`config.mk`:
```
export PLATFORM = sky130hd
export DESIGN_NAME = retire_trace
export DESIGN_NICKNAME = d
export VERILOG_FILES = /design/src/logic/trace_pkg.sv /design/src/logic/insn_capture.sv /design/src/logic/mem_capture.sv /design/src/logic/retire_stage.sv /design/src/logic/retire_trace.sv
export SDC_FILE = /design/constraint.sdc
export NUM_CORES = 1
export LEC_CHECK = 0
export BUFFER_PORTS_ARGS = -buffer_cell sky130_fd_sc_hd__buf_2
export CAP_MARGIN = 15
export CORE_AREA = 2 2 280 282
export DETAILED_ROUTE_END_ITERATION = 7
export DIE_AREA = 0 0 282 284
export SKIP_CTS_REPAIR_TIMING = 1
export SLEW_MARGIN = 20
export SYNTH_ARGS = -nofsm -noshare
export SYNTH_HDL_FRONTEND = slang
export SYNTH_SLANG_ARGS = --single-unit
```
`constraint.sdc`:
```
create_clock -name clk -period 3.3 [get_ports clk]
set_input_delay 0.66 -clock clk [delete_from_list [all_inputs] [get_ports clk]]
set_output_delay 0.66 -clock clk [all_outputs]
set_load 0.02 [all_outputs]
```
`src/logic/trace_pkg.sv`:
```
/*
  Shared types for the retirement trace block: widths, stage enums,
  the instruction word union and the record structs
*/
`default_nettype none

package trace_pkg;

  localparam int unsigned XLEN       = 32;
  localparam int unsigned REG_ADDR_W = 5;
  localparam int unsigned CINSN_W    = 16;
  localparam int unsigned ORDER_W    = 64;
  localparam int unsigned MASK_W     = 4;

  // LSU access size
  typedef enum logic [1:0] {
    DT_WORD    = 2'b00,
    DT_HALF    = 2'b01,
    DT_BYTE    = 2'b10,
    DT_INVALID = 2'b11
  } data_type_e;

  typedef enum logic [1:0] {
    PRIV_LVL_U = 2'b00,
    PRIV_LVL_S = 2'b01,
    PRIV_LVL_H = 2'b10,
    PRIV_LVL_M = 2'b11
  } priv_lvl_e;

  // Next PC source
  typedef enum logic [2:0] {
    PC_BOOT = 3'd0,
    PC_JUMP = 3'd1,
    PC_EXC  = 3'd2,
    PC_ERET = 3'd3,
    PC_DRET = 3'd4
  } pc_sel_e;

  // Exception PC source, debug entries last
  typedef enum logic [1:0] {
    EXC_PC_EXC     = 2'b00,
    EXC_PC_IRQ     = 2'b01,
    EXC_PC_DBD     = 2'b10,
    EXC_PC_DBG_EXC = 2'b11
  } exc_pc_sel_e;

  // Full word, or compressed instruction in the low half
  typedef union packed {
    logic [XLEN-1:0] full;
    struct packed {
      logic [CINSN_W-1:0] hi;
      logic [CINSN_W-1:0] lo;
    } half;
  } insn_word_u;

  // Decode stage snapshot
  typedef struct packed {
    logic                  compressed;
    logic [XLEN-1:0]       insn;
    logic [CINSN_W-1:0]    insn_c;
    logic [REG_ADDR_W-1:0] rs1_addr;
    logic [REG_ADDR_W-1:0] rs2_addr;
    logic [XLEN-1:0]       rs1_data;
    logic [XLEN-1:0]       rs2_data;
    logic [REG_ADDR_W-1:0] rd_addr;
    logic [XLEN-1:0]       rd_wdata;
    logic                  rd_we;
    logic [XLEN-1:0]       pc;
  } id_info_t;

  // Live LSU fields
  typedef struct packed {
    logic [XLEN-1:0] addr;
    logic [XLEN-1:0] rdata;
    logic [XLEN-1:0] wdata;
    data_type_e      data_type;
    logic            we;
  } mem_info_t;

  typedef struct packed {
    logic [XLEN-1:0]   addr;
    logic [XLEN-1:0]   rdata;
    logic [XLEN-1:0]   wdata;
    logic [MASK_W-1:0] rmask;
    logic [MASK_W-1:0] wmask;
  } mem_rec_t;

  // One retired instruction
  typedef struct packed {
    logic [ORDER_W-1:0]    order;
    insn_word_u            insn;
    logic                  trap;
    logic                  intr;
    priv_lvl_e             mode;
    logic [REG_ADDR_W-1:0] rs1_addr;
    logic [REG_ADDR_W-1:0] rs2_addr;
    logic [XLEN-1:0]       rs1_rdata;
    logic [XLEN-1:0]       rs2_rdata;
    logic [REG_ADDR_W-1:0] rd_addr;
    logic [XLEN-1:0]       rd_wdata;
    logic [XLEN-1:0]       pc_rdata;
    logic [XLEN-1:0]       pc_wdata;
    logic [XLEN-1:0]       mem_addr;
    logic [MASK_W-1:0]     mem_rmask;
    logic [MASK_W-1:0]     mem_wmask;
    logic [XLEN-1:0]       mem_rdata;
    logic [XLEN-1:0]       mem_wdata;
  } retire_rec_t;

endpackage

`default_nettype wire

```
`src/logic/insn_capture.sv`:
```
/*
  Instruction capture. Tracks the in-flight instruction and holds
  its word, PC, source operands and destination write until retirement
*/
`default_nettype none

module insn_capture import trace_pkg::*; (
  input  logic     clk,
  input  logic     rst_ni,
  input  logic     instr_new_i,
  input  logic     instr_ret_i,
  input  id_info_t id_i,
  output logic     pending_o,
  output id_info_t id_o
);

  logic                  pending_q;
  insn_word_u            insn_word;
  id_info_t              src_d, src_q;
  logic [REG_ADDR_W-1:0] rd_addr_d, rd_addr_q;
  logic [XLEN-1:0]       rd_wdata_d, rd_wdata_q;
  logic                  rd_we_d, rd_we_q;

  // Instruction in flight, including the cycle it arrives
  assign pending_o = instr_new_i | pending_q;

  always_ff @(posedge clk or negedge rst_ni) begin
    if (!rst_ni) begin
      pending_q <= 1'b0;
    end else if (instr_ret_i) begin
      pending_q <= 1'b0;
    end else begin
      pending_q <= pending_o;
    end
  end

  // Compressed form sits in the low half, upper half zero
  always_comb begin
    if (id_i.compressed) begin
      insn_word.half.hi = '0;
      insn_word.half.lo = id_i.insn_c;
    end else begin
      insn_word.full = id_i.insn;
    end
  end

  ////////////////////
  // Identity and sources, frozen at instruction start
  always_comb begin
    src_d = src_q;
    if (instr_new_i) begin
      src_d      = id_i;
      src_d.insn = insn_word.full;
    end
  end

  ////////////////////
  // Destination tracks decode while pending; x0 and no-write read as zero
  always_comb begin
    rd_addr_d  = rd_addr_q;
    rd_wdata_d = rd_wdata_q;
    rd_we_d    = rd_we_q;
    if (pending_o) begin
      rd_we_d = id_i.rd_we;
      if (!id_i.rd_we) begin
        rd_addr_d  = '0;
        rd_wdata_d = '0;
      end else begin
        rd_addr_d  = id_i.rd_addr;
        rd_wdata_d = (id_i.rd_addr == '0) ? '0 : id_i.rd_wdata;
      end
    end
  end

  always_ff @(posedge clk) begin
    src_q      <= src_d;
    rd_addr_q  <= rd_addr_d;
    rd_wdata_q <= rd_wdata_d;
    rd_we_q    <= rd_we_d;
  end

  always_comb begin
    id_o          = src_d;
    id_o.rd_addr  = rd_addr_d;
    id_o.rd_wdata = rd_wdata_d;
    id_o.rd_we    = rd_we_d;
  end

  // Core only retires what decode has started
  ret_needs_pending: assert property (@(posedge clk) disable iff (!rst_ni)
    instr_ret_i |-> pending_o);

endmodule

`default_nettype wire

```
`src/logic/mem_capture.sv`:
```
/*
  Memory access capture. Holds the LSU access of the in-flight
  instruction and derives its read and write byte masks
*/
`default_nettype none

module mem_capture import trace_pkg::*; (
  input  logic      clk,
  input  logic      rst_ni,
  input  logic      pending_i,
  input  logic      lsu_valid_i,
  input  mem_info_t mem_i,
  output mem_rec_t  mem_o
);

  logic              load;
  logic [MASK_W-1:0] rmask;
  logic [MASK_W-1:0] wmask;
  mem_rec_t          rec_d, rec_q;

  // Only accesses belonging to the tracked instruction
  assign load = lsu_valid_i & pending_i;

  ////////////////////
  // Byte masks from access size
  always_comb begin
    case (mem_i.data_type)
      DT_WORD:    rmask = 4'b1111;
      DT_HALF:    rmask = 4'b0011;
      DT_BYTE:    rmask = 4'b0001;
      DT_INVALID: rmask = 4'b0000;
      default:    rmask = 4'b0000;
    endcase
  end

  // Loads write nothing
  assign wmask = mem_i.we ? rmask : '0;

  ////////////////////
  // Hold until the next access
  always_comb begin
    if (load) begin
      rec_d.addr  = mem_i.addr;
      rec_d.rdata = mem_i.rdata;
      rec_d.wdata = mem_i.wdata;
      rec_d.rmask = rmask;
      rec_d.wmask = wmask;
    end else begin
      rec_d = rec_q;
    end
  end

  always_ff @(posedge clk) begin
    rec_q <= rec_d;
  end

  assign mem_o = rec_d;

  // LSU never reports an access with an undefined size
  lsu_size_known: assert property (@(posedge clk) disable iff (!rst_ni)
    lsu_valid_i |-> mem_i.data_type != DT_INVALID);

endmodule

`default_nettype wire

```
`src/logic/retire_stage.sv`:
```
/*
  Retire stage. Registers the trace record each cycle, pulses valid
  after a retirement, counts order and flags the first instruction
  retired after trap entry
*/
`default_nettype none

module retire_stage import trace_pkg::*; (
  input  logic            clk,
  input  logic            rst_ni,
  input  logic            instr_ret_i,
  input  logic            pending_i,
  input  logic            illegal_insn_i,
  input  priv_lvl_e       priv_mode_i,
  input  logic [XLEN-1:0] pc_if_i,
  input  logic            pc_set_i,
  input  pc_sel_e         pc_mux_i,
  input  exc_pc_sel_e     exc_pc_mux_i,
  input  id_info_t        id_i,
  input  mem_rec_t        mem_i,
  output logic            trace_valid_o,
  output retire_rec_t     trace_o
);

  logic        trap_entry;
  logic        trap_pend_d, trap_pend_q;
  logic        valid_q;
  retire_rec_t rec_d, rec_q;

  ////////////////////
  // Trap entry tracking
  assign trap_entry = pc_set_i && (pc_mux_i == PC_EXC) &&
                      (exc_pc_mux_i == EXC_PC_EXC || exc_pc_mux_i == EXC_PC_IRQ);

  always_comb begin
    trap_pend_d = trap_pend_q;
    if (trap_entry) begin
      trap_pend_d = 1'b1;
    end else if (instr_ret_i) begin
      // Handler's first instruction is done
      trap_pend_d = 1'b0;
    end
  end

  ////////////////////
  // Next record
  always_comb begin
    rec_d.order     = rec_q.order + ORDER_W'(valid_q);
    rec_d.insn.full = id_i.insn;
    rec_d.trap      = illegal_insn_i;
    rec_d.intr      = trap_pend_q & pending_i;
    rec_d.mode      = priv_mode_i;
    rec_d.rs1_addr  = id_i.rs1_addr;
    rec_d.rs2_addr  = id_i.rs2_addr;
    rec_d.rs1_rdata = id_i.rs1_data;
    rec_d.rs2_rdata = id_i.rs2_data;
    rec_d.rd_addr   = id_i.rd_addr;
    rec_d.rd_wdata  = id_i.rd_wdata;
    rec_d.pc_rdata  = id_i.pc;
    rec_d.pc_wdata  = pc_if_i;
    rec_d.mem_addr  = mem_i.addr;
    rec_d.mem_rmask = mem_i.rmask;
    rec_d.mem_wmask = mem_i.wmask;
    rec_d.mem_rdata = mem_i.rdata;
    rec_d.mem_wdata = mem_i.wdata;
  end

  always_ff @(posedge clk or negedge rst_ni) begin
    if (!rst_ni) begin
      valid_q     <= 1'b0;
      trap_pend_q <= 1'b0;
      rec_q       <= '0;
      rec_q.mode  <= PRIV_LVL_M;
    end else begin
      valid_q     <= instr_ret_i;
      trap_pend_q <= trap_pend_d;
      rec_q       <= rec_d;
    end
  end

  assign trace_valid_o = valid_q;
  assign trace_o       = rec_q;

endmodule

`default_nettype wire

```
`src/logic/retire_trace.sv`:
```
/*
  Retirement trace top. Instruction capture feeds the retire stage,
  memory capture holds the LSU access until retirement
*/
`default_nettype none

module retire_trace import trace_pkg::*; (
  input  logic            clk,
  input  logic            rst_ni,
  input  logic            instr_new_i,
  input  id_info_t        id_i,
  input  logic            lsu_valid_i,
  input  mem_info_t       mem_i,
  input  logic            instr_ret_i,
  input  logic            illegal_insn_i,
  input  priv_lvl_e       priv_mode_i,
  input  logic [XLEN-1:0] pc_if_i,
  input  logic            pc_set_i,
  input  pc_sel_e         pc_mux_i,
  input  exc_pc_sel_e     exc_pc_mux_i,
  output logic            trace_valid_o,
  output retire_rec_t     trace_o
);

  logic     pending;
  id_info_t id_held;
  mem_rec_t mem_held;

  insn_capture u_insn_capture (
    .clk         (clk),
    .rst_ni      (rst_ni),
    .instr_new_i (instr_new_i),
    .instr_ret_i (instr_ret_i),
    .id_i        (id_i),
    .pending_o   (pending),
    .id_o        (id_held)
  );

  mem_capture u_mem_capture (
    .clk         (clk),
    .rst_ni      (rst_ni),
    .pending_i   (pending),
    .lsu_valid_i (lsu_valid_i),
    .mem_i       (mem_i),
    .mem_o       (mem_held)
  );

  retire_stage u_retire_stage (
    .clk            (clk),
    .rst_ni         (rst_ni),
    .instr_ret_i    (instr_ret_i),
    .pending_i      (pending),
    .illegal_insn_i (illegal_insn_i),
    .priv_mode_i    (priv_mode_i),
    .pc_if_i        (pc_if_i),
    .pc_set_i       (pc_set_i),
    .pc_mux_i       (pc_mux_i),
    .exc_pc_mux_i   (exc_pc_mux_i),
    .id_i           (id_held),
    .mem_i          (mem_held),
    .trace_valid_o  (trace_valid_o),
    .trace_o        (trace_o)
  );

endmodule

`default_nettype wire

```
* Word-level counts from Yosys, hierarchy flattened
Index checks and enable logic that the tools add are counted.
** Operators by class
- Add/sub/neg operators :: 1
- Multipliers :: 0
- Divide/modulo/power cells :: 0
- Order comparisons :: 0
- Eq/ne operators :: 5
- Shifts and indexed selects :: 0
- Muxes and demuxes :: 13
- Bitwise logic cells :: 3
- Reductions and logical operators :: 7
** Operator list (count)
- $mux W192 :: 1
- $mux W32 :: 4
- $mux W104 :: 1
- $add A64 B1 Y64 :: 1
- $pmux W4 S4 :: 1
- $mux W5 :: 2
- $logic_not A5 Y1 :: 1
- $eq A2 B1 Y1 const B :: 2
- $eq A2 B2 Y1 const B :: 2
- $logic_not A2 Y1 :: 2
- $mux W4 :: 1
- $eq A3 B2 Y1 const B :: 1
- $mux W1 :: 3
- $and A1 B1 Y1 :: 2
- $logic_and A1 B1 Y1 :: 2
- $reduce_bool A2 Y1 :: 1
- $logic_or A1 B1 Y1 :: 1
- $or A1 B1 Y1 :: 1
** Word-level totals
- Flip-flop bits (word level) :: 715
- Bits in latches :: 0
- RAM bits :: 0
- Memory bits (read-only) :: 0
- Bits of input ports :: 338
- Output and inout bits :: 380
- Word-level logic and storage cells :: 67
- Memories :: 0

* Longest topological paths before layout
- Depth after elaboration :: 4
- Gate-level depth with buffers :: 8
- Mapped depth without buffers :: 7

* Cells and area by module
A second synthesis with hierarchy kept.
** Second synthesis, totals
- Cells, all modules :: 1393
- Area total of the unflattened synthesis :: 21135.3 µm²
** By module, submodules not included
- retire_stage :: instances 1, cells an instance 597, area each 10950.5 µm², seq. area each 9536.6 µm²
- insn_capture :: instances 1, cells an instance 571, area each 6560.0 µm², seq. area each 3888.7 µm²
- mem_capture :: instances 1, cells an instance 225, area each 3624.7 µm², seq. area each 2082.0 µm²

* Worst setup path after synthesis
OpenSTA, ideal clock, no wires.
- Path kind :: register -> register
- Start :: register u_retire_stage.rec_q (netlist bit u_retire_stage.trace_o[315])
- End :: register u_retire_stage.rec_q (netlist bit u_retire_stage.trace_o[375])
- Library setup time :: 0.080 ns
- Arrival :: 2.249 ns
- Data required time :: 3.220 ns
- Slack :: 0.972 ns
- Cell stages (with the launch flop) :: 9
- Path buffers :: 1
- Clock period less this slack :: 2.328 ns
- Path through :: dfrtp_1 > ha_1 > ha_1 > nand3_1 > or3_4 > or4_4 > buf_6 > nor3_2 > xor2_1
** RTL lines
- from (decl) :: line retire_stage.sv:28 : retire_rec_t rec_d, rec_q;
- from (signal assigned) :: line retire_stage.sv:77 : rec_q <= rec_d;

==> flow_summary_export.csv <==
group,metric,value,unit
clock_tree,clock_latency,0.60,ns
setup_path,crit_required,3.82,ns
drt,drt-vias-per-instance,4.067,
clock_tree,cts_tree,"yes",
setup_path,critPathLaunchType,"flop",
final_layout,fin_nets,2387,
run,cap_violations,0,
die,initial_core_util,25.94,%
clock_tree,clkTransAtPathRegs,0.06,ns
die,die_h,284,µm
die,core,0.07696,mm²
timing,timing.final.crit_period,2.485,ns
final_layout,fill_cells,7545,
setup_path,crit_arrival,3.00,ns
timing,final.setup_skew,0.03413,ns
power_and_ir_drop,sw_frac_of_total,24.89,%
power_and_ir_drop,power.share.sequential,47.1,%
logic_synthesis,syn_area,0.01996,mm²
logic_synthesis,netlist_instances,1286,
power_and_ir_drop,ir_worst_vdd,0.4720,mV
setup_path,rr_worst_depth,6,
drt,drtAntennaViolNets,0,
logic_synthesis,synth.largest_area_cell,"dfrtp_1",
logic_synthesis,synthTopCellsByArea,"dfrtp_1 48%, dfxtp_1 28%, mux2_2 11%, a22o_1 1.4%, xnor2_1 1.4%",
timing,fmax,402.5,MHz
timing,finalSetupTns,0,ns
setup_path,crit_path_max_fanout,14,
global_route,grt_pass1_wl,80.53,mm
final_layout,layout-area-overhead-vs-synth,37.08,%
power_and_ir_drop,p_per_area,712.3,mW/mm²
drt,drc,0,
power_and_ir_drop,internal-power,14.64,mW
final_layout,drive_gt1_share,50.31,%
die,ioPinCount,718,
clock_tree,numCtsBuffers,71,
setup_path,r2r_slack,0.82,ns
power_and_ir_drop,p_leak,13.07,nW
logic_synthesis,yosysSeqAreaShare,75.89,%
power_and_ir_drop,power.net_switching,4.851,mW
clock_tree,cts_root_buf,"clkbuf_16",
clock_tree,cts_buffer_depth,3,
placed_design,portBuffers,716,
logic_synthesis,synth.area.mux_share,12.26,%
global_route,grt-ovfl-total,0,
placed_design,hpwl,39.08,mm
drt,drtPass1Iterations,4,
timing,min_period_over_period,75.29,%
logic_synthesis,synthXorXnorAreaFrac,2.721,%
placed_design,place_congestion,0.8116,
drt,wl_per_cell,16.96,µm
logic_synthesis,synth_fa_ha_area_share,0.1254,%
timing,worstMarginPinSlew,1.048,ns
logic_synthesis,ys_seq_elements,661,
die,die_area,0.08009,mm²
power_and_ir_drop,p_comb_share,11.3,%
timing,rsz0062_at_grt,"false",
global_route,grt_max_degree,69,
logic_synthesis,synth.distinct_cells,41,
logic_synthesis,synthArstFlopShare,57.79,%
clock_tree,ctsHtreeMaxLevel,3,
global_route,grt_use_total,13.04,%
logic_synthesis,synth_most_common_cell,"dfrtp_1",
clock_tree,clock_sinks,661,
power_and_ir_drop,p_clk_share,41.5,%
logic_synthesis,synth-compound-area-share,2.520,%
drt,drt-total-wl,53.42,mm
drt,vias,12806,
logic_synthesis,synth_nets,1626,
timing,hold_viol,0,
logic_synthesis,postSynthAreaPerCell,15.52,µm²
min_path,hold_path.class,"in2async",
logic_synthesis,yosysWarnings,0,
logic_synthesis,yosys.area.top_type_share,47.64,%
setup_path,end_kind,"flop",
logic_synthesis,ys_top_cells_by_count,"380 x dfrtp_1, 279 x dfxtp_1, 203 x mux2_2",
logic_synthesis,synth_top_flop_cell,"dfrtp_1",
outcome,status,"finished, final reports clean",
die,die_w,282,µm
die,rows,102,
logic_synthesis,synth_top_family_by_area,"multiplexers",
logic_synthesis,synth-simple-area-share,5.165,%
timing,slew_viol_final,0,
drt,drtIter0Drc,378,
setup_path,worstReg2RegStart,"u_retire_stage.trace_o[315]",
setup_path,reg2reg_to,"u_retire_stage.trace_o[358]",
timing,worst_hold_slack,0.05061,ns
timing,maxSlewHeadroom,29.52,%
logic_synthesis,synth-edff-count,0,
setup_path,crit_type,"reg2reg",
global_route,antenna_found_initial,11,
timing,finalSetupViolCount,0,
global_route,grt_pass1_vias,14101,
==> logic make-up (layout without fill, tap and decap cells) <==
family	after synthesis	in the layout
flops	661	661
mux	219	219
simple gates	198	198
compound gates	76	76
buf+inv	68	887
xor+xnor	62	62
fa+ha+maj	2	2
other cells	0	4
==> registers in the layout, summed over array words and instances, names as in the netlist <==
name and flops:
u_insn_capture.pending_q 1, u_mem_capture.rec_q 104, u_retire_stage.trace_o 379, u_retire_stage.trap_pend_q 1, u_insn_capture.rd_addr_q 5, u_retire_stage.trace_valid_o 1
u_insn_capture.src_q 138, u_insn_capture.rd_wdata_q 32
==> layer usage <==
metal | track usage, % | part of all wire [%] | vias to the layer above
li1 | - | - | 5877
met1 | 14.25 | 38 | 6279
met2 | 21.89 | 48 | 520
met3 | 5.689 | 10 | 120
met4 | 5.572 | 3.6 | 10
met5 | 0 | 0.12 | -
==> final cells by class <==
type	instances	area [µm²]	area share, %
Sequential cell	661	15150	55.36
Multi-Input combinational cell	557	4578	16.73
Timing Repair Buffer	731	3787	13.84
Clock buffer	116	2190	8.003
Tap cell	1040	1301	4.756
Clock inverter	15	252.7	0.9238
Inverter	25	93.84	0.3430
Antenna cell	4	10.01	0.03658
==> cells in the final DEF, fill, tap and decap left out, drive strengths merged, types with 5 or more instances in the layout <==
master | Yosys | final
mux2i | 16 | 16
dfrtp | 380 | 380
clkinv | 0 | 6
nand4 | 16 | 16
inv | 25 | 28
buf | 3 | 731
mux2 | 203 | 203
and3 | 7 | 7
a22o | 32 | 32
nor2 | 40 | 40
and4 | 5 | 5
nand3 | 29 | 29
xor2 | 31 | 31
o21ai | 25 | 25
nor3 | 23 | 23
nand2 | 56 | 56
a21oi | 17 | 17
xnor2 | 31 | 31
dfxtp | 279 | 279
clkbuf | 40 | 116
nor4 | 6 | 6
==> how the worst max path moves through the flow <==
stage / startpoint / endpoint / slack, ns / cells past startpoint
final: u_retire_stage.trace_o[315] / u_retire_stage.trace_o[358] / 0.82 / 6
after global placement: u_retire_stage.trace_valid_o / u_retire_stage.trace_o[358] / 0.89 / 6
after detailed placement: u_retire_stage.trace_o[315] / u_retire_stage.trace_o[358] / 0.78 / 6
after CTS: u_retire_stage.trace_o[315] / u_retire_stage.trace_o[358] / 0.77 / 6
after floorplan: u_retire_stage.trace_o[315] / u_retire_stage.trace_o[375] / 0.97 / 8
after global routing: u_retire_stage.trace_o[315] / u_retire_stage.trace_o[358] / 0.47 / 6
==> stage by stage <==
step | util [%] | power (mW) | cell area [µm²] | setup slack, ns | std cells
floorplan | - | 10.47 | 19960 | 0.9716 | 1286
global placement | 32.37 | 11.52 | 24910 | 0.8859 | 3014
detailed placement | 32.37 | 11.59 | 24910 | 0.7780 | 3014
CTS | 35.54 | 19.81 | 27350 | 0.7714 | 3145
global route | 35.55 | 20.33 | 27360 | 0.4741 | 3148
finish | 35.55 | 19.49 | 27360 | 0.8154 | 3149
==> power groups by stage <==
stage | registers (mW) | clock network [mW] | logic (mW)
floorplan | 9.89 | 0 | 0.579
global placement | 9.32 | 0 | 2.20
detailed placement | 9.34 | 0 | 2.25
CTS | 9.20 | 8.35 | 2.26
global route | 9.27 | 8.67 | 2.38
finish | 9.19 | 8.10 | 2.21
==> critical path: stages (launching register included) <==
cell and delay (ns):
dfrtp_1 0.34, ha_1 0.24, nand4_1 0.15, nor3b_1 0.35, nand4_1 0.63, nor4_1 0.49, xor2_1 0.19
(Power assumes the default switching activity.)
